File: src/btb_pkg.sv
`default_nettype none

package btb_pkg;

    // geometry of the direct-mapped table
    localparam int ENTRIES          = 64;
    localparam int INDEX_W          = 6;   // eip[5:0]
    localparam int TAG_W            = 26;  // eip[31:6]
    localparam int FIP_W            = 28;  // upper bits of a fetch-line address

    // queue depths and credits
    localparam int REQ_QUEUE_DEPTH  = 4;   // also the fetch unit's credits after reset
    localparam int PRED_QUEUE_DEPTH = 4;
    localparam int PRED_CREDITS     = 2;

    typedef logic [31:0]        eip_t;
    typedef logic [FIP_W-1:0]   fip_t;
    typedef logic [INDEX_W-1:0] btb_index_t;
    typedef logic [TAG_W-1:0]   btb_tag_t;

    // queue bookkeeping
    typedef logic [$clog2(REQ_QUEUE_DEPTH)-1:0]    req_ptr_t;
    typedef logic [$clog2(REQ_QUEUE_DEPTH+1)-1:0]  req_cnt_t;
    typedef logic [$clog2(PRED_QUEUE_DEPTH)-1:0]   pred_ptr_t;
    typedef logic [$clog2(PRED_QUEUE_DEPTH+1)-1:0] pred_cnt_t;
    typedef logic [$clog2(PRED_CREDITS+1)-1:0]     pred_cred_t;

    // lookup request from fetch
    typedef struct packed {
        eip_t eip;
    } btb_req_t;

    // update from write-back, full 32-bit pointers
    typedef struct packed {
        eip_t eip;
        eip_t target;
        eip_t fip_e;
        eip_t fip_o;
    } btb_update_t;

    // one table entry, 115 bits
    typedef struct packed {
        logic     valid;
        btb_tag_t tag;
        eip_t     target;
        fip_t     fip_e;
        fip_t     fip_o;
    } btb_entry_t;

    // prediction returned to fetch, 89 bits
    typedef struct packed {
        logic hit;
        eip_t target;
        fip_t fip_e;
        fip_t fip_o;
    } btb_pred_t;

endpackage

`default_nettype wire

File: src/btb_req_queue.sv
`default_nettype none
`timescale 1ns/1ps

module btb_req_queue (
    input  logic              clk,
    input  logic              arst_n,
    input  logic              req_valid,
    input  btb_pkg::btb_req_t req,
    input  logic              slot_free,
    output logic              issue_valid,
    output btb_pkg::btb_req_t issue_req,
    output logic              req_credit
);

    btb_pkg::btb_req_t mem [btb_pkg::REQ_QUEUE_DEPTH];  // request storage
    btb_pkg::req_ptr_t wr_ptr;
    btb_pkg::req_ptr_t rd_ptr;
    btb_pkg::req_cnt_t count;
    logic              empty;
    logic              full;

    assign empty = (count == '0);
    assign full  = (count == btb_pkg::req_cnt_t'(btb_pkg::REQ_QUEUE_DEPTH));

    // head goes to the array as soon as the output side has room for its answer
    assign issue_valid = !empty && slot_free;
    assign issue_req   = mem[rd_ptr];
    assign req_credit  = issue_valid;  // one credit back per issued entry

    always_ff @(posedge clk or negedge arst_n) begin
        if (!arst_n) begin
            wr_ptr <= '0;
            rd_ptr <= '0;
            count  <= '0;
        end else begin
            if (req_valid) begin
                wr_ptr <= wr_ptr + 1'b1;  // wraps at the power-of-two depth
            end
            if (issue_valid) begin
                rd_ptr <= rd_ptr + 1'b1;
            end
            case ({req_valid, issue_valid})
                2'b10:   count <= count + 1'b1;
                2'b01:   count <= count - 1'b1;
                default: count <= count;  // idle or push and pop together
            endcase
        end
    end

    always_ff @(posedge clk) begin
        if (req_valid) begin
            mem[wr_ptr] <= req;
        end
    end

    // fetch may only send while holding a credit, so a full queue never sees a push
    a_no_push_when_full: assert property (
        @(posedge clk) disable iff (!arst_n)
        req_valid |-> !full
    ) else $error("request pushed into a full queue, sender overran its credits");

endmodule

`default_nettype wire

File: config.mk
export PLATFORM = sky130hd
export DESIGN_NAME = btb_req_queue
export DESIGN_NICKNAME = d
export VERILOG_FILES = /design/src/btb_pkg.sv /design/src/btb_req_queue.sv
export SDC_FILE = /design/constraint.sdc
export NUM_CORES = 1
export LEC_CHECK = 0
export BUFFER_PORTS_ARGS = -buffer_cell sky130_fd_sc_hd__buf_2
export CAP_MARGIN = 10
export CORE_MARGIN = 2
export CORE_UTILIZATION = 48
export CTS_CLUSTER_SIZE = 16
export DETAILED_ROUTE_END_ITERATION = 8
export GPL_TIMING_DRIVEN = 0
export PLACE_DENSITY = 0.7
export SYNTH_ARGS = -nofsm -noshare
export SYNTH_HDL_FRONTEND = slang
export SYNTH_SLANG_ARGS = --single-unit
File: constraint.sdc
create_clock -name clk -period 4.8 [get_ports clk]
set_input_delay 0.96 -clock clk [delete_from_list [all_inputs] [get_ports clk]]
set_output_delay 0.96 -clock clk [all_outputs]
set_load 0.02 [all_outputs]
==> out/results.txt <==
The path type of the worst min-delay path was in -> async. The number of clock sinks seen by CTS was 135; the total global routing track utilization was 15.4%. The design draws 0.00412 W. Width of the chip: 107 um. STA puts the critical path data arrival time at 1.95 ns.

For the pin with the worst max-slew slack, the measured transition is 0.900 ns. The final layout contains routed wiring with a total length of 8040 um. The number of buffers added on ports works out to 69. In the final layout, the share of cells above drive strength 1 is 45.1%. After detailed routing, the number of vias per cell comes to 5.08. The floorplan step defined a core boundary enclosing 0.0103 mm^2. The total power divided by cell area was 665 mW/mm^2; the net count after synthesis was 246. The run finished with clean final reports. The number of antenna violations at the first check in global routing came out at 1. The net count of the finished layout is 334. Based on the critical path, the design can be clocked at up to 344 MHz. Count of cells resized by post-cts repair: 0. The first routing iteration left 108 violations.

Across the VDD grid, the largest voltage drop is 286 uV. TritonCTS built the clock tree. Dividing the final minimum period by the clock period gives 60.6%.

The worst path meets setup with 1.89 ns of slack. For the area of the die, the log shows 0.0114 mm^2. The number of antenna diodes in the final layout is 0. Clock-pin slew was measured on the worst setup and hold paths at 0.06 ns. Type of destination of the critical path: a primary output.

Worst-case setup slack after placement: 2.29 ns. The initial utilization of the core area, before any placement, comes to 49.3%. Summing the sequential cell areas from Yosys gives 79.3% of the chip area. Critical path data required time: 3.84 ns. In this run, synthesis inferred 128 flip-flops with an integrated enable.

The tree is rooted in a clkbuf_8. For the number of violations of the max-capacitance limit, the log shows 0. In the final timing run, aggregate negative setup slack is 0 ns. Global routing finished with a remaining overflow of 0. The final HPWL from detailed placement is 4700 um. The die is 107 um tall. Final period demand of the worst path: 2.91 ns. The Yosys warning count came out at 0. Entering global routing, the biggest net connects 33 pins. The growth of design area from synthesis to finish came out at 22.1%. Cell accounting for the most synthesized area: edfxtp_1. In this run the remaining antenna-violating nets after routing total 0. The most used flip-flop cell after synthesis is edfxtp_1.

The area of the mapped netlist is 0.00507 mm^2. The number of design rule violations left after detail routing was 0. The tools report the startpoint class of the critical path as a flip-flop. The peak per-stage delay on the critical path is 0.36 ns, and the routed via count is 2236. In this run the mean area of a mapped cell was 24.9 um^2.

The site row count came out at 37. After synthesis, the cell types taking the most area are edfxtp_1, mux4_2, dfrtp_1. Together, buffers and inverters on the worst path number 3.

The number of clock buffers added by TritonCTS is 17. On the critical path, the stage with the largest delay is an instance of mux4_2. The first-pass GRT wire length is 12500 um, and the source-to-sink clock delay at the later pin of the worst-skew pair is 0.51 ns. Dividing the detail-routed wire length by the instance count gives 18.3 um. Library cell appearing most often on the critical path: buf_2. The placed instances occupy a cell area of 0.00559 mm^2.

For the deepest level of the CTS H-tree, the log shows 4. The final worst clock skew is 0.00531 ns, and the final instance area is 0.00619 mm^2. Routability-driven placement finished with a final weighted congestion of 0.678.

The share of the synthesized area in the top cell type was 75.8%; the count of state elements after synthesis was 135. Via count of the first global-routing pass: 2351. Setup repair after global routing left no endpoint under its margin. The synthesized instance count was 204; the max-slew violation count was 0. In the synthesized netlist the async set-or-reset flop fraction comes to 5.19%. The number of setup buffers added after CTS is 0. Buffers inserted to repair hold after CTS numbered 0. The run gives 4 as the first-pass iteration count of the detailed router. The number of top-level design ports was 70. The critical path goes through clkbuf_1 -> buf_2 -> mux4_2 -> buf_2. The critical path is of the reg -> out type. Broken down by cell family, the worst path's largest delay share belongs to buffers and inverters. The netlist uses 20 different library cells. For the total of endpoints with negative setup slack in the final report, the log shows 0.

The logs give 2 for the maximum root-to-sink buffer count and 2.22 nW for the standby leakage power. The maximum fanout along the worst path was 10; the relative slew slack was 40.0%. Final count of hold timing violations: 0.
## power breakdown
| group | switching, W | leakage (nW) | internal [W] |
|---|---|---|---|
| Combinational | 0.000690 | 0.671 | 0.000520 |
| Sequential | 0.0000559 | 1.26 | 0.00155 |
| Clock | 0.000461 | 0.290 | 0.000838 |
## state kept, by name, indices dropped and copies added (netlist names)
register and flops:
mem 128, count 3, rd_ptr 2, wr_ptr 2
## synthesized netlist by cell type (all sizes together), types with 2 or more instances
master / instances
edfxtp: 128
mux4: 32
buf: 8
dfrtp: 7
inv: 6
ha: 5
and2: 4
xor2: 4
nand2: 2
xnor2: 2
## cell type report
cell class | instances | area (um^2)
buffer | 9 | 97.6
clock buffer | 18 | 418
clock inverter | 13 | 180
fill | 764 | 4090
inverter | 6 | 22.5
multi-input combinational | 54 | 936
sequential | 135 | 4020
tap | 136 | 170
timing repair buffer | 69 | 345
## metrics by stage
stage,hold slack (ns),utilization (%),cells
2_1_floorplan,0.443,-,204
3_3_place_gp,0.460,54.3,409
3_5_place_dp,0.463,54.4,409
4_1_cts,0.269,60.2,440
5_1_grt,0.268,60.2,440
6_report,0.284,60.2,440
## logic make-up (layout without fill, tap and decap cells)
logic type	Yosys count	after routing	share of synthesized area (%)
flip-flops	135	135	79.3
multiplexers	33	33	14.7
buffers and inverters	15	115	2.37
AND/OR/NAND/NOR	7	7	0.716
adder cells (fa/ha/maj)	6	6	1.63
XOR/XNOR	6	6	1.04
AO/OA/AOI/OAI	2	2	0.271
## cell usage in the layout, fill, tap and decap left out, types with 2 or more instances in the layout
master	synthesis	routed
clkinv_2	0	2
xnor2_1	2	2
dfrtp_1	7	7
mux4_1	4	4
mux4_2	28	28
xor2_1	4	4
inv_1	6	6
buf_12	3	3
and2_2	0	4
clkinv_1	0	2
clkinv_4	0	3
nand2_1	2	2
buf_2	3	72
edfxtp_1	128	128
bufinv_16	0	4
ha_1	5	5
clkbuf_16	0	16
clkbuf_1	1	2
## layer usage
layer  vias to the layer above  global-route usage (%)  wire, um
met5                         -                       0        11
met4                         2                    6.12        59
met3                         9                    4.92       371
met2                        55                    24.5      4030
met1                      1141                    20.0      3570
li1                       1029                       -         -
## worst paths after layout
kind                                  startpoint                     to  slack [ns]  depth (start not counted)
min in group clk            count[2]$_DFFE_PN0P_   count[2]$_DFFE_PN0P_        0.47                          1
hold reg to reg             count[2]$_DFFE_PN0P_   count[2]$_DFFE_PN0P_        0.47                          1
hold / removal                            arst_n   count[2]$_DFFE_PN0P_        0.28                          1
max in group asynchronous                 arst_n  rd_ptr[1]$_DFFE_PN0P_        4.35                          1
setup reg to reg           wr_ptr[1]$_DFFE_PN0P_   mem[1][28]$_DFFE_PP_        3.00                          3
setup / recovery           rd_ptr[1]$_DFFE_PN0P_          issue_req[23]        1.89                          4
No activity file was read; power rests on OpenSTA's default activity.
