[src/btb_pkg.sv]
`default_nettype none

package btb_pkg;

    // geometry of the direct-mapped table
    localparam int ENTRIES          = 64;
    localparam int INDEX_W          = 6;   // eip[5:0]
    localparam int TAG_W            = 26;  // eip[31:6]
    localparam int FIP_W            = 28;  // upper bits of a fetch-line address

    // queue depths and credits
    localparam int REQ_QUEUE_DEPTH  = 4;   // also the fetch unit's credits after reset
    localparam int PRED_QUEUE_DEPTH = 4;
    localparam int PRED_CREDITS     = 2;

    typedef logic [31:0]        eip_t;
    typedef logic [FIP_W-1:0]   fip_t;
    typedef logic [INDEX_W-1:0] btb_index_t;
    typedef logic [TAG_W-1:0]   btb_tag_t;

    // queue bookkeeping
    typedef logic [$clog2(REQ_QUEUE_DEPTH)-1:0]    req_ptr_t;
    typedef logic [$clog2(REQ_QUEUE_DEPTH+1)-1:0]  req_cnt_t;
    typedef logic [$clog2(PRED_QUEUE_DEPTH)-1:0]   pred_ptr_t;
    typedef logic [$clog2(PRED_QUEUE_DEPTH+1)-1:0] pred_cnt_t;
    typedef logic [$clog2(PRED_CREDITS+1)-1:0]     pred_cred_t;

    // lookup request from fetch
    typedef struct packed {
        eip_t eip;
    } btb_req_t;

    // update from write-back, full 32-bit pointers
    typedef struct packed {
        eip_t eip;
        eip_t target;
        eip_t fip_e;
        eip_t fip_o;
    } btb_update_t;

    // one table entry, 115 bits
    typedef struct packed {
        logic     valid;
        btb_tag_t tag;
        eip_t     target;
        fip_t     fip_e;
        fip_t     fip_o;
    } btb_entry_t;

    // prediction returned to fetch, 89 bits
    typedef struct packed {
        logic hit;
        eip_t target;
        fip_t fip_e;
        fip_t fip_o;
    } btb_pred_t;

endpackage

`default_nettype wire

[src/btb_pred_out.sv]
`default_nettype none
`timescale 1ns/1ps

module btb_pred_out (
    input  logic               clk,
    input  logic               arst_n,
    input  logic               issue_valid,
    input  logic               lookup_valid,
    input  btb_pkg::btb_pred_t lookup_pred,
    output logic               slot_free,
    output logic               pred_valid,
    output btb_pkg::btb_pred_t pred,
    input  logic               pred_credit
);

    btb_pkg::btb_pred_t  mem [btb_pkg::PRED_QUEUE_DEPTH];
    btb_pkg::pred_ptr_t  wr_ptr;
    btb_pkg::pred_ptr_t  rd_ptr;
    btb_pkg::pred_cnt_t  count;
    btb_pkg::pred_cnt_t  resv;   // lookups in flight, each owns a slot
    btb_pkg::pred_cred_t cred;   // downstream credits on hand

    // room for one more lookup only if queued plus in-flight leaves a slot
    assign slot_free  = (int'(count) + int'(resv)) < btb_pkg::PRED_QUEUE_DEPTH;
    assign pred_valid = (count != '0) && (cred != '0);
    assign pred       = mem[rd_ptr];

    always_ff @(posedge clk or negedge arst_n) begin
        if (!arst_n) begin
            wr_ptr <= '0;
            rd_ptr <= '0;
            count  <= '0;
            resv   <= '0;
            cred   <= btb_pkg::pred_cred_t'(btb_pkg::PRED_CREDITS);
        end else begin
            if (lookup_valid) begin
                wr_ptr <= wr_ptr + 1'b1;
            end
            if (pred_valid) begin
                rd_ptr <= rd_ptr + 1'b1;
            end
            // reservation becomes a queue entry when the lookup lands
            case ({issue_valid, lookup_valid})
                2'b10:   resv <= resv + 1'b1;
                2'b01:   resv <= resv - 1'b1;
                default: resv <= resv;
            endcase
            case ({lookup_valid, pred_valid})
                2'b10:   count <= count + 1'b1;
                2'b01:   count <= count - 1'b1;
                default: count <= count;
            endcase
            case ({pred_credit, pred_valid})
                2'b10:   cred <= cred + 1'b1;
                2'b01:   cred <= cred - 1'b1;  // spent on a send
                default: cred <= cred;
            endcase
        end
    end

    always_ff @(posedge clk) begin
        if (lookup_valid) begin
            mem[wr_ptr] <= lookup_pred;
        end
    end

    // consumer never returns more than it was given
    a_credit_max: assert property (
        @(posedge clk) disable iff (!arst_n)
        cred <= btb_pkg::pred_cred_t'(btb_pkg::PRED_CREDITS)
    ) else $error("prediction credit counter above its initial value");

    // a landing lookup always finds its reserved slot
    a_no_overflow: assert property (
        @(posedge clk) disable iff (!arst_n)
        lookup_valid |-> (int'(count) < btb_pkg::PRED_QUEUE_DEPTH)
    ) else $error("prediction queue overflow");

endmodule

`default_nettype wire

[config.mk]
export PLATFORM = sky130hd
export DESIGN_NAME = btb_pred_out
export DESIGN_NICKNAME = d
export VERILOG_FILES = /design/src/btb_pkg.sv /design/src/btb_pred_out.sv
export SDC_FILE = /design/constraint.sdc
export NUM_CORES = 1
export LEC_CHECK = 0
export ABC_AREA = 1
export BUFFER_PORTS_ARGS = -buffer_cell sky130_fd_sc_hd__buf_2
export CELL_PAD_IN_SITES_DETAIL_PLACEMENT = 1
export CELL_PAD_IN_SITES_GLOBAL_PLACEMENT = 1
export CORE_ASPECT_RATIO = 0.6
export CORE_MARGIN = 2
export CORE_UTILIZATION = 47
export DETAILED_ROUTE_END_ITERATION = 8
export PLACE_DENSITY_LB_ADDON = 0.1
export SYNTH_ARGS = -nofsm -noshare
export SYNTH_HDL_FRONTEND = slang
export SYNTH_SLANG_ARGS = --single-unit
export TNS_END_PERCENT = 100
[constraint.sdc]
create_clock -name clk -period 3.95 [get_ports clk]
set_input_delay 0.79 -clock clk [delete_from_list [all_inputs] [get_ports clk]]
set_output_delay 0.79 -clock clk [all_outputs]
set_load 0.02 [all_outputs]
==> impl_results.md, run 1 <==
* Outcome: finished, final reports clean
* CTS tree: built
* Post-DP HPWL at ~20 mm
* Ranking of synthesized cells by area: edfxtp_1 72%, o211ai_1 9.0%, nand2_1 7.5%, inv_1 5.1%, dfrtp_1 1.8%
* Synth-to-layout area growth at 15.6%
* RSZ-0062 raised after global routing: no
* Clk_skew at just over 0.009 ns
* Clock Sinks at ~370
* Routability Congestion at roughly 0.73
* Terminus of the critical flop-to-flop path: mem[0][37]$_DFFE_PP_
* Placed instance area at between 0.015 and 0.02 mm^2
* Post-CTS sizing at 0
* CP Launch Type: register
* R2R cell count at 5
* Fin cells at between 1500 and 2000
* # IOs at 185
* Fillers at between 3000 and 4000
* Syn. warnings at 0
* Max Fanout on Critical Path at 129
* DR vias at ~9000
* Root Buffer: clkbuf_16
* Rows at 50
* Largest net degree at the start of global routing at 130
* Req. time, crit path at ~3.2 ns
* Int Power at approximately 0.0084 W
* Vias per cell at a little over 5
* Clock transition at path regs at 0.07 ns
* CP cell instances: inv_8, buf_4, nand2_1, o211ai_1, nand2_1, buf_2
* Die X-Extent at roughly 230 um
* Ys flop type: edfxtp_1
* Final instance area at around 0.017 mm^2
* P_sw at just over 0.005 W
* Mapped Nets at between 1000 and 1500
* Asr flop ratio synth at 0.0326
* Slew @ Worst Pin at about 0.79 ns
* Die Y at roughly 140 um
* Netlist cell types at 21
* Post-synthesis mux area share at 0
* Vias in the first global route at approximately 9100
* Overflow after GRT at 0
* Initial antenna violation count at 3
* Largest family of logic cells by synthesized area: compound AO/OA/AOI/OAI gates
* Worst setup EP type: primary output
* Worst R2R Start: wr_ptr[0]$_DFFE_PN0P_
* Setup Fix Bufs, Post-CTS at 0
* CP max-delay cell: inv_8
* Post-synthesis sequential area ratio at 0.738
* Buffers added on ports at 184
* Share of cells above drive strength 1 at 0.191
* Slew Limit Fails at 0
* Synthesized flop and latch total at 368
* PwrDens at 787 mW/mm^2
* Clk pwr share at 0.239
* Die area at about 0.033 mm^2
* Final setup margin at 0.655 ns
* GRT Total Usage at 0.203
* Sequential cell area at ~0.011 mm^2
* Post-Syn Instances at ~1100
* Core footprint at 0.0312 mm^2
* Leak pwr at approximately 7.0 nW
* EDFF count, synth at between 300 and 400
* Slew Limit Headroom at 0.474
* Cts-stage hold buffer count at 0
* Synth top area share at 0.718
* Switching part of the total at 0.381
* Router iterations before antenna repair at 4
* Crit Path Category: register to primary output
* H-Tree Depth at 2
* Max Cap Viol at 0
* Slack of the worst reg-to-reg path at roughly 1.9 ns
* Part of the cycle the worst path needs at 0.834
* Synth area leader: edfxtp_1
* Period minus WS final at roughly 3.3 ns
* CTS max path bufs at 3
* Pre-CTS WS at ~1.2 ns
* First-pass GRT wire length at between 50 and 60 mm
* Worst-skew pair later-pin latency at a little over 0.5 ns
* Initial Utilization at 0.478
* Drt drc at 0
* Wirelength per Cell at 18.9 um
* Synth Area in Compound Gates at 0.0904
* Final number of hold-violating endpoints at 0
* Setup_tns at 0 ns
* Synth Area in Simple Gates at 0.0794
* Logic pwr share at 0.362
* Worst path most repeated cell: nand2_1
* Mapped Area at roughly 0.015 mm^2
* Detailed Route WL at around 33 mm
* Synth cell count leaders: 356 x edfxtp_1, 298 x nand2_1, 202 x inv_1, 178 x o211ai_1, 26 x buf_2
* Adder-cell share of the synthesized area at 0.0102
* Multi-input gate area at 0.00272 mm^2
* Fmax at 303 MHz
* CTS Buf Count at 36
* 1st-iter DRT viols at approximately 530
* Setup crit start: rd_ptr[0]$_DFFE_PN0N_
* Avg Inst Size Synth at between 10 and 15 um^2
* Placed cell count at between 1500 and 2000
* CP max stage delay at around 0.50 ns
* Worst path arrival time at between 2 and 3 ns
* Hold crit path type: input pin to asynchronous set/reset pin
* Final number of setup-violating endpoints at 0
* Peak supply drop at 0.472 mV
* Flop pwr share at 0.398
* Final nets at approximately 1400
* Detail Route Antenna Nets at 0
* Synth Area in XOR/XNOR at 0.00235
* Final Total Pwr at 0.0136 W
* Most frequent cell after synthesis: edfxtp_1
cell type report:
class,count,area share
sequential,368,0.638
multi-input combinational,505,0.158
timing repair buffer,200,0.0648
clock buffer,43,0.0551
inverter,204,0.0456
tap,416,0.0302
clock inverter,18,0.00785
antenna,2,0.000291
layer usage:
metal / global-route usage / part of all wire / vias up
met5: 0 / 0 / -
met4: 0.0553 / 0.020 / 0
met3: 0.0378 / 0.051 / 53
met2: 0.331 / 0.46 / 188
met1: 0.282 / 0.46 / 4352
li1: - / - / 4306
placed cells by master (no fill, tap or decap):
cell type  instances
edfxtp_1         356
clkbuf_16         37
bufinv_16          2
and2_1             1
clkinv_1           7
dfstp_2            1
nor3_1             1
nand3_1            6
inv_4              4
o211ai_1         178
nor2_1             1
o21ai_0            2
xnor2_1            3
xor2_1             1
inv_8              1
nand2_1          298
nand4_1            3
clkinv_2           9
inv_1            198
clkbuf_1           6
dfrtp_4            1
ha_1               9
dfrtp_1           10
diode_2            2
buf_4             10
buf_12             6
fa_1               2
buf_2            184
clkinv_4           1
worst max-delay path, delay by kind of cell (launching register included):
kind,cells,cell delay (ns)
AND/OR/NAND/NOR,2,0.21
flip-flops,1,0.45
AO/OA/AOI/OAI,1,0.10
buffers and inverters,3,1.08
power groups by stage:
| stage | clock network (W) | registers, W | logic, W |
|---|---|---|---|
| 6_report | 0.00324 | 0.00540 | 0.00491 |
| 5_1_grt | 0.00345 | 0.00546 | 0.00545 |
| 3_3_place_gp | 0 | 0.00546 | 0.00488 |
| 4_1_cts | 0.00332 | 0.00541 | 0.00503 |
| 2_1_floorplan | 0 | 0.00540 | 0.00350 |
| 3_5_place_dp | 0 | 0.00549 | 0.00500 |
per-stage QoR:
stage	hold slack, ns	utilization
floorplan	0.442	-
global route	0.153	0.553
CTS	0.138	0.553
detailed placement	0.465	0.518
finish	0.150	0.553
global placement	0.454	0.518
sequential cells by signal, summed over array words and instances, names as in the netlist:
name,flops
mem,356
count,3
resv,3
cred,2
rd_ptr,2
wr_ptr,2
how the worst max path moves through the flow:
| stage | endpoint | slack, ns | cells after the start |
|---|---|---|---|
| floorplan | mem[0][0]$_DFFE_PP_ | 0.68 | 3 |
| global placement | pred[19] | 1.23 | 5 |
| detailed placement | pred[76] | 1.17 | 6 |
| CTS | pred[76] | 0.60 | 6 |
| global route | pred[13] | 0.43 | 6 |
| finish | pred[19] | 0.65 | 6 |
kinds of logic after synthesis:
logic type	after synthesis
compound gates	180
xor+xnor	4
fa+ha+maj	11
buf+inv	263
flops	368
simple gates	310
Power figures use the tool's default switching activity.
==> inputs of run 2 (changes only) <==
Settings changed: CORE_UTILIZATION 47 to 43.
Clock period 3.95 ns to 3 ns, I/O delays scaled along.
==> impl_results.md, run 2 (same netlist as run 1, synthesis figures left out) <==
* Outcome: finished, final reports clean
* Max Fanout on Critical Path at 79
* RSZ-0062 raised after global routing: no
* Logic pwr share at 0.359
* Router iterations before antenna repair at 5
* Commonest non-fill, non-tap cells in the layout: 356 x edfxtp_1, 298 x nand2_1, 198 x inv_1
* Vias in the first global route at just over 9000
* Root Buffer: clkbuf_16
* Period minus WS final at 2.84 ns
* Wirelength per Cell at about 18 um
* Initial Utilization at 0.439
* GRT Total Usage at 0.184
* Post-DP HPWL at between 15 and 20 mm
* Share of cells above drive strength 1 at 0.196
* Routability Congestion at about 0.7
* Leak pwr at 7.07 nW
* CTS Buf Count at 38
* Final nets at 1430
* Clock Sinks at 368
* Setup crit start: rd_ptr[0]$_DFFE_PN0N_
* Clk_skew at between 0.008 and 0.009 ns
* Fillers at 3486
* Part of the cycle the worst path needs at 0.947
* Switching part of the total at 0.375
* Synth-to-layout area growth at 17.1%
* Hold crit path type: input pin to register
* Core footprint at between 0.03 and 0.04 mm^2
* Commonest non-fill, non-tap cell in the layout: edfxtp_1
* Slew Limit Fails at 0
* DR vias at between 8000 and 9000
* Die X-Extent at roughly 240 um
* Clock transition at path regs at around 0.06 ns
* Final Total Pwr at 0.0181 W
* H-Tree Depth at 2
* Rows at 52
* Biggest regs: mem (356), count (3), resv (3)
* Worst R2R Start: wr_ptr[1]$_DFFE_PN0P_
* CTS tree: built
* Max Cap Viol at 0
* Flop pwr share at 0.391
* Worst path arrival time at roughly 2.2 ns
* Req. time, crit path at approximately 2.4 ns
* Worst hold start: lookup_pred[73]
* Final number of hold-violating endpoints at 0
* Fmax at between 300 and 400 MHz
* Die Y at between 100 and 150 um
* Vias per cell at slightly below 5
* CP Launch Type: register
* Worst setup EP type: primary output
* Largest net degree at the start of global routing at 80
* Slew Limit Headroom at 0.313
* 1st-iter DRT viols at approximately 340
* Buffers added on ports at around 180
* CTS max path bufs at 3
* First-pass GRT wire length at around 50 mm
* P_sw at 0.00679 W
* Drt drc at 0
* Detailed Route WL at around 33 mm
* PwrDens at between 1000 and 1500 mW/mm^2
* Initial antenna violation count at 3
* Detail Route Antenna Nets at 0
* Biggest register: mem
* Max FFs per register at around 360
* Slew @ Worst Pin at ~1 ns
* Setup_tns at 0 ns
* Crit Path Category: register to primary output
* # IOs at about 190
* Int Power at 0.0113 W
* Worst-skew pair later-pin latency at roughly 0.51 ns
* Clk pwr share at 0.251
* Peak supply drop at between 0.4 and 0.5 mV
* Final number of setup-violating endpoints at 0
* Die area at ~0.036 mm^2
* Overflow after GRT at 0
## run 2: changes by cell type in the layout (fill, tap and decap cells not counted), moves of 3 or more
cell and delta:
buf_4 +8, clkbuf_1 +3, clkbuf_16 +4, clkinvlp_4 +4
inv_4 -4
## run 2: stage by stage
| stage | area, um^2 | util | setup WS (ns) | std cells | hold slack (ns) |
|---|---|---|---|---|---|
| 5_1_grt | 17400 | 0.514 | 0.0260 | 1810 | 0.277 |
| 6_report | 17400 | 0.514 | 0.159 | 1812 | 0.296 |
| 2_1_floorplan | 14900 | - | 0.428 | 1136 | 0.304 |
| 3_3_place_gp | 16200 | 0.479 | 0.724 | 1743 | 0.452 |
| 3_5_place_dp | 16200 | 0.479 | 0.711 | 1743 | 0.472 |
| 4_1_cts | 17400 | 0.514 | 0.143 | 1810 | 0.268 |
## run 2: critical path, stage by stage, from the launching register on
cell and delay (ns):
dfrtp_1 0.49, clkinv_8 0.31, buf_12 0.31, o211ai_1 0.24, nand2_1 0.13, buf_2 0.18
## run 2: area by class of cell
cell class	instances	area [um^2]	share of cell area
flip-flops and latches	368	11000	0.631
multi-input cells	505	2720	0.156
repair buffers	208	1170	0.0669
clock buffers	50	1060	0.0608
inverters	204	795	0.0456
well taps	459	574	0.0329
clock inverters	16	121	0.00696
diodes	2	5.00	0.000287
## run 2: final timing paths
check                                        to  slack [ns]  cells past startpoint
setup / recovery                       pred[25]        0.16                      5
max in group asynchronous   cred[1]$_DFFE_PN1P_        2.21                      2
hold / removal             mem[2][73]$_DFFE_PP_        0.30                      1
min in group asynchronous   cred[0]$_DFFE_PN0P_        0.50                      2
setup reg to reg           mem[1][60]$_DFFE_PP_        0.97                      5
hold reg to reg             cred[0]$_DFFE_PN0P_        0.50                      1
## run 2: routing by layer
| layer | wire, um | global-route usage | vias to the layer above |
|---|---|---|---|
| met5 | 0 | 0 | - |
| met4 | 404 | 0.0369 | 0 |
| met3 | 1440 | 0.0381 | 39 |
| met2 | 15900 | 0.310 | 141 |
| met1 | 15300 | 0.248 | 4411 |
| li1 | - | - | 4316 |
## run 2: repair_timing
item,CTS,global route
endpoints found under the setup margin,0,1
endpoints found under the hold margin,11,0
setup buffers,0,0
hold buffers,1,0
gates resized for setup,0,1
## run 2: power by group through the flow
stage	clock network [W]	logic, W	registers (W)
6_report	0.00454	0.00650	0.00708
5_1_grt	0.00486	0.00720	0.00718
4_1_cts	0.00466	0.00667	0.00709
3_5_place_dp	0	0.00663	0.00720
3_3_place_gp	0	0.00655	0.00716
2_1_floorplan	0	0.00462	0.00708
==> inputs of run 3 (changes only) <==
Settings changed: PLACE_DENSITY from default to 0.81, PLACE_DENSITY_LB_ADDON 0.1 to default.
==> impl_results.md, run 3 (same netlist as run 1, synthesis figures left out) <==
* Worst path arrival time at about 2.3 ns
* Leak pwr at between 7 and 8 nW
* Wirelength per Cell at ~20 um
* Router iterations before antenna repair at 5
* Die X-Extent at 244 um
* Logic pwr share at 0.377
* Slew @ Worst Pin at around 0.75 ns
* Share of cells above drive strength 1 at 0.190
* Die area at about 0.036 mm^2
* Final number of hold-violating endpoints at 0
* CTS Buf Count at 34
* Buffers added on ports at about 180
* Biggest regs: mem (356), count (3), resv (3)
* Period minus WS final at 2.86 ns
* Placed instance area at 0.0163 mm^2
* First-pass GRT wire length at between 50 and 60 mm
* Post-DP HPWL at approximately 22 mm
* Fmax at roughly 350 MHz
* CP Launch Type: register
* Root Buffer: clkbuf_16
* Commonest non-fill, non-tap cells in the layout: 356 x edfxtp_1, 298 x nand2_1, 198 x inv_1
* Crit Path Category: register to primary output
* Clk_skew at around 0.016 ns
* GRT Total Usage at 0.199
* CTS max path bufs at 3
* Max Fanout on Critical Path at 73
* Biggest register: mem
* PwrDens at ~1000 mW/mm^2
* Vias in the first global route at 9919
* Final instance area at 0.0173 mm^2
* Outcome: finished, final reports clean
* Peak supply drop at between 0.5 and 0.6 mV
* Overflow after GRT at 0
* Synth-to-layout area growth at 16.4%
* Max Cap Viol at 0
* # IOs at ~190
* Die Y at about 150 um
* Final number of setup-violating endpoints at 0
* Slew Limit Headroom at 0.498
* Clock Sinks at 368
* CP max stage delay at 0.49 ns
* Vias per cell at about 5
* CP cell instances: clkinv_8, buf_12, o211ai_1, nand2_1, buf_2
* Part of the cycle the worst path needs at 0.952
* CTS tree: built
* Routability Congestion at around 0.77
* CP max-delay cell: dfrtp_1
* Int Power at ~0.011 W
* Commonest non-fill, non-tap cell in the layout: edfxtp_1
* Final nets at about 1400
* Flop pwr share at 0.393
* Switching part of the total at 0.385
* Clk pwr share at 0.230
* Worst hold start: lookup_pred[8]
* Clock transition at path regs at ~0.060 ns
* Setup_tns at 0 ns
* Max FFs per register at ~360
* Req. time, crit path at 2.40 ns
* Worst-skew pair later-pin latency at 0.52 ns
* H-Tree Depth at 2
* DR vias at 9146
* R2R cell count at 5
* RSZ-0062 raised after global routing: no
* Core footprint at ~0.034 mm^2
* Rows at 52
* Largest net degree at the start of global routing at 92
* Detailed Route WL at around 35 mm
* Detail Route Antenna Nets at 0
* Fillers at between 3000 and 4000
* Fin cells at around 1800
* P_sw at 0.00690 W
* Slew Limit Fails at 0
* Slack of the worst reg-to-reg path at 0.95 ns
* 1st-iter DRT viols at between 500 and 600
* Drt drc at 0
* Terminus of the critical flop-to-flop path: mem[2][54]$_DFFE_PP_
* Hold Path End: mem[1][8]$_DFFE_PP_
* Hold crit path type: input pin to register
* Hold Path Cell Cnt at 1
* Placed cell count at 1739
* Worst R2R Start: wr_ptr[0]$_DFFE_PN0P_
* Initial antenna violation count at 4
* Initial Utilization at 0.439
* Worst setup EP type: primary output
-- run 3: cell types whose count changed in the layout (fill, tap and decap cells not counted), sizes merged --
cell    before  now
clkinv      16   14
diode        2    3
inv        198  199
buf        207  203
clkbuf      50   43
-- run 3: timing repair --
item                       in CTS  in global routing
setup endpoints to repair       0                  2
resized for setup               0                  1
hold buffers                    1                  0
hold endpoints to repair       11                  0
setup buffers                   0                  0
-- run 3: worst max-delay path by stage --
| stage | startpoint | end | slack (ns) | cells after the start |
|---|---|---|---|---|
| 3_5_place_dp | rd_ptr[0]$_DFFE_PN0N_ | pred[66] | 0.68 | 6 |
| 6_report | rd_ptr[0]$_DFFE_PN0N_ | pred[36] | 0.14 | 5 |
| 4_1_cts | rd_ptr[0]$_DFFE_PN0N_ | pred[66] | 0.10 | 6 |
| 3_3_place_gp | rd_ptr[0]$_DFFE_PN0N_ | pred[25] | 0.81 | 6 |
| 5_1_grt | rd_ptr[0]$_DFFE_PN0N_ | pred[35] | 0.04 | 6 |
| 2_1_floorplan | lookup_valid | mem[0][0]$_DFFE_PP_ | 0.43 | 3 |
-- run 3: critical path, delay by kind of cell (launching register included) --
kind / cells / cell delay, ns
buffers and inverters: 3 / 0.79
AND/OR/NAND/NOR: 1 / 0.10
flip-flops: 1 / 0.49
AO/OA/AOI/OAI: 1 / 0.28
-- run 3: power by group through the flow --
stage	Sequential (W)	Clock [W]	Combinational, W
after floorplan	0.00708	0	0.00462
after global placement	0.00708	0	0.00662
after detailed placement	0.00715	0	0.00686
after CTS	0.00705	0.00423	0.00691
after global routing	0.00712	0.00442	0.00748
final	0.00704	0.00412	0.00677
-- run 3: area by class of cell --
type,instances,area [um^2],share of cell area
Timing Repair Buffer,204,1220,0.0706
Antenna cell,3,7.51,0.000433
Clock inverter,15,121,0.00700
Clock buffer,43,906,0.0522
Tap cell,459,574,0.0331
Multi-Input combinational cell,505,2720,0.157
Inverter,204,795,0.0458
Sequential cell,368,11000,0.634
-- run 3: metrics by stage --
| step | hold slack [ns] | utilization | setup WS, ns | total power (W) |
|---|---|---|---|---|
| 2_1_floorplan | 0.304 | - | 0.428 | 0.0117 |
| 3_3_place_gp | 0.451 | 0.481 | 0.808 | 0.0137 |
| 3_5_place_dp | 0.460 | 0.481 | 0.681 | 0.0140 |
| 4_1_cts | 0.259 | 0.511 | 0.102 | 0.0182 |
| 5_1_grt | 0.272 | 0.511 | 0.0408 | 0.0190 |
| 6_report | 0.284 | 0.512 | 0.144 | 0.0179 |
-- run 3: per-layer routing --
| metal | vias up | track usage | wire [um] |
|---|---|---|---|
| li1 | 4310 | - | - |
| met1 | 4564 | 0.254 | 15000 |
| met2 | 216 | 0.346 | 17700 |
| met3 | 56 | 0.0404 | 1880 |
| met4 | 0 | 0.0604 | 801 |
| met5 | - | 0 | 0 |
